**src/common/dcache_pkg.sv**
```systemverilog
/*
 * Shared geometry, width types and access-width codes of the data cache
 * data array. Two ways of 64 sets, four 32-bit words per block.
 * Changing the geometry here resizes every block that uses these types.
 * Width code 3 is not a legal access width.
 */

package dcache_pkg;

    // ------------------------------
    // Geometry
    // ------------------------------

    // Number of ways in each set
    localparam int WAYS = 2;

    // Words per cache block, one memory bank for each word
    localparam int BLOCK_WORDS = 4;

    // Number of sets, which is also the depth of each bank
    localparam int SETS = 64;

    // Bytes per data word
    localparam int WORD_BYTES = 4;

    // ------------------------------
    // Width types
    // ------------------------------

    typedef logic [WORD_BYTES*8-1:0]             word_t;
    typedef logic [WORD_BYTES-1:0]               strb_t;
    // Word 0 of the block sits in the lowest bits
    typedef logic [BLOCK_WORDS*WORD_BYTES*8-1:0] block_t;
    typedef logic [$clog2(SETS)-1:0]             index_t;
    typedef logic [$clog2(BLOCK_WORDS)-1:0]      word_sel_t;
    typedef logic [$clog2(WORD_BYTES)-1:0]       byte_ofs_t;
    typedef logic [$clog2(WAYS)-1:0]             way_t;
    typedef logic [1:0]                          width_t;

    // ------------------------------
    // Access-width codes
    // ------------------------------

    localparam width_t WIDTH_BYTE = 2'd0;
    localparam width_t WIDTH_HALF = 2'd1;
    localparam width_t WIDTH_WORD = 2'd2;

endpackage
```
**src/rtl/store_align.sv**
```systemverilog
/*
 * Store aligner for RISC-V byte, half-word and word stores.
 * The offset must be aligned to the width, misaligned stores are only
 * reported by an assertion. Width code 3 produces no strobes.
 */

`timescale 1ns/100ps

module store_align (
    input  logic                  clk_i,
    input  logic                  store_i,
    input  dcache_pkg::byte_ofs_t store_offset_i,
    input  dcache_pkg::width_t    store_width_i,
    input  dcache_pkg::word_t     store_data_i,
    output dcache_pkg::strb_t     st_strb_o,
    output dcache_pkg::word_t     st_data_o
);

    // ------------------------------
    // Strobes and lane replication
    // ------------------------------

    always_comb begin
        case (store_width_i)
            dcache_pkg::WIDTH_BYTE: begin
                // One lane, the low byte is copied to every lane
                st_strb_o = dcache_pkg::strb_t'(4'b0001) << store_offset_i;
                st_data_o = {4{store_data_i[7:0]}};
            end
            dcache_pkg::WIDTH_HALF: begin
                // Two lanes at offset 0 or 2, low half copied to both halves
                st_strb_o = dcache_pkg::strb_t'(4'b0011) << store_offset_i;
                st_data_o = {2{store_data_i[15:0]}};
            end
            dcache_pkg::WIDTH_WORD: begin
                st_strb_o = '1;
                st_data_o = store_data_i;
            end
            default: begin
                // Illegal width, nothing is written
                st_strb_o = '0;
                st_data_o = store_data_i;
            end
        endcase
    end

    // ------------------------------
    // Alignment check
    // ------------------------------

    // Half-words need an even offset, words offset zero, code 3 is illegal
    assert property (@(posedge clk_i) store_i |->
        (store_width_i == dcache_pkg::WIDTH_BYTE) ||
        (store_width_i == dcache_pkg::WIDTH_HALF && !store_offset_i[0]) ||
        (store_width_i == dcache_pkg::WIDTH_WORD && store_offset_i == '0))
        else $error("misaligned store or illegal width %0d", store_width_i);

endmodule

```
**config.mk**
```make
export PLATFORM = sky130hd
export DESIGN_NAME = store_align
export DESIGN_NICKNAME = d
export VERILOG_FILES = /design/src/common/dcache_pkg.sv /design/src/rtl/store_align.sv
export SDC_FILE = /design/constraint.sdc
export NUM_CORES = 1
export LEC_CHECK = 0
export ABC_AREA = 0
export BUFFER_PORTS_ARGS = -buffer_cell sky130_fd_sc_hd__buf_4
export CORE_MARGIN = 10
export CORE_UTILIZATION = 32
export DETAILED_ROUTE_END_ITERATION = 8
export PLACE_DENSITY = 0.84
export SLEW_MARGIN = 20
export SYNTH_ARGS = -nofsm -noshare
export SYNTH_HDL_FRONTEND = slang
export SYNTH_SLANG_ARGS = --single-unit
```
**constraint.sdc**
```tcl
create_clock -name vclk -period 1.1
set_clock_uncertainty 0.1 [all_clocks]
set_input_delay 0.11 -clock vclk [all_inputs]
set_output_delay 0.11 -clock vclk [all_outputs]
set_load 0.005 [all_outputs]
```
==> impl_metrics.py <==
metrics = {
    "run_status": {
        "run_status": "complete, no violations",
    },
    "global_route": {
        "grt.total_usage_pct": 12.3,
        "overflow": 0,
        "grt_pass1_vias": 811,
        "grt_max_degree": 14,
        "grt_first_pass_wirelength_um": 3680,
        "antenna_found_initial": 0,
    },
    "synth": {
        "syn_nets": 102,
        "netlist_area_um2": 534,
        "synthDistinctLibCells": 13,
        "yosys_warnings": 0,
        "synthMuxAreaShare_pct": 52.5,
        "synth-simple-area-share_pct": 13.6,
        "synthAdderAreaFrac_pct": 0,
        "synth_compound_area_share_pct": 12.9,
        "syn-instance-count": 64,
        "synth_top_family_by_area": "multiplexers",
        "synthXorXnorAreaFrac_pct": 0,
        "seq_area_frac_synth_pct": 0,
        "synth.avg_cell_area_um2": 8.35,
    },
    "critical_path": {
        "crit_fanout": 8,
        "arrival_ns": 0.89,
        "cp-end-kind": "output pin",
        "start_kind": "input pin",
        "path_class": "in2out",
        "worstPathRequired_ns": 0.89,
    },
    "min_path": {
        "hold_depth": 2,
        "worstHoldStart": "store_data_i[6]",
        "hold_path_class": "in2out",
        "min_to": "st_data_o[6]",
    },
    "final_layout": {
        "drive_above_1_share_pct": 73.4,
        "fillers": 124,
        "num-clock-buffers": 0,
        "post-route-util_pct": 73.3,
        "flops_and_latches": 0,
        "area_delta_synth_final_pct": 111,
        "num_antenna_cells": 0,
        "regArea_um2": 0,
        "final_nets": 168,
        "fin_area_um2": 1130,
    },
    "timing": {
        "max_freq_mhz": 913,
        "worst_slack_ns": 0.00441,
        "rsz0062_at_grt": "yes",
        "hold_viol": 0,
        "setup_viol": 0,
        "whs_ns": 0.317,
        "worstMarginPinSlew_ns": 0.218,
        "period_minus_slack_ns": 1.10,
        "report.final.slew_viol_count": 0,
        "min_period_over_period_pct": 99.6,
        "relSlewSlack_pct": 85.5,
    },
    "place": {
        "gp_congestion": 0.662,
        "dpl-instance-area_um2": 1040,
        "hpwl_um": 2050,
        "post-place-ws_ns": -0.0495,
        "portBuffers": 72,
    },
    "floorplan": {
        "rows": 14,
        "coreArea_um2": 1540,
        "die-width_um": 60.9,
        "die-area_um2": 3700,
        "io_pins": 74,
        "die-height_um": 60.9,
        "start_util_pct": 34.7,
    },
    "power": {
        "peakVddDrop_mv": 0.229,
        "cellPowerDensity_nw_per_um2": 445,
        "leakagePower_nw": 0.612,
        "p_total_uw": 503,
    },
    "routing": {
        "drtPass1Iterations": 3,
        "ant_nets": 0,
        "vias": 726,
        "post-route-drc-count": 0,
        "routed_via_density": 5.04,
        "drt-total-wl_um": 2460,
        "drtIter0Drc": 5,
        "routedWlPerCell_um": 17.1,
    },
    "run": {
        "maxCapViolations": 0,
    },
}
==> where the power goes <==
group	switching (mW)	total, mW	internal (mW)
clock	0	0	0
combinational	0.172	0.503	0.331
sequential	0	0	0
total	0.172	0.503	0.331
==> layout make-up <==
class	count	area (um^2)	area share, %
Multi-Input combinational cell	51	452	40.0
Tap cell	16	20.0	1.77
Timing Repair Buffer	77	658	58.3
==> how the worst max path moves through the flow <==
stage | start | endpoint | slack, ns | depth (start not counted)
3_3_place_gp | store_width_i[1] | st_data_o[12] | -0.05 | 4
5_1_grt | store_width_i[0] | st_data_o[11] | -0.03 | 4
4_1_cts | store_width_i[1] | st_data_o[11] | -0.02 | 4
6_report | store_width_i[0] | st_data_o[11] | 0.004 | 4
2_1_floorplan | store_width_i[0] | st_data_o[10] | 0.16 | 3
3_5_place_dp | store_width_i[1] | st_data_o[11] | -0.05 | 4
==> synthesized netlist by cell type <==
library cell	count	area share [%]
o21ai_0	9	8.4
buf_4	9	13
o31a_1	1	1.6
mux2i_1	10	19
nor2_8	1	3.7
buf_6	4	8.4
o21bai_1	1	1.4
nor2_1	1	0.70
o21a_1	1	1.4
nor2b_1	1	1.2
nand2_1	9	6.3
mux2_2	16	34
and3b_1	1	1.6
==> per-stage QoR <==
stage | cells | setup TNS (ns)
3_5_place_dp | 144 | -0.366
6_report | 144 | 0
5_1_grt | 144 | -0.146
2_1_floorplan | 64 | 0
4_1_cts | 144 | -0.136
3_3_place_gp | 144 | -0.354
==> placed cells by master (no fill, tap or decap) <==
cell / synthesis / final
mux2i_1: 10 / 10
nor2_8: 1 / 1
o21bai_1: 1 / 1
nor2b_1: 1 / 1
buf_6: 4 / 8
mux2_4: 0 / 8
o31a_1: 1 / 1
and3b_1: 1 / 1
o21ai_0: 9 / 9
o21a_1: 1 / 1
nor2_1: 1 / 1
nand2_1: 9 / 9
mux2_2: 16 / 8
buf_4: 9 / 65
buf_12: 0 / 4
==> cell families after synthesis <==
kind of cell,Yosys count
muxes,26
and+or+nand+nor,13
buffers and inverters,13
AOI/OAI and AO/OA,12
==> worst max-delay path, cell delays in order <==
cell and delay (ns):
buf_12 0.11, nor2_8 0.21, mux2_4 0.33, buf_6 0.12
==> layer usage <==
layer	track usage (%)	share of wire [%]	wire length, um	vias to the layer above
met5	0	0	0	-
li1	-	-	-	352
met2	26.3	61	1490	29
met1	10.1	29	706	343
met3	5.01	9.4	231	2
met4	1.25	1.1	27	0
==> what timing repair did <==
item / 4_1_cts / 5_1_grt
hold buffers: 0 / 0
setup buffers: 0 / 0
gates cloned: 0 / 0
resized for setup: 20 / 2
pin swaps: 1 / 1
setup endpoints to repair: 15 / 8
(Power assumes the default switching activity.)
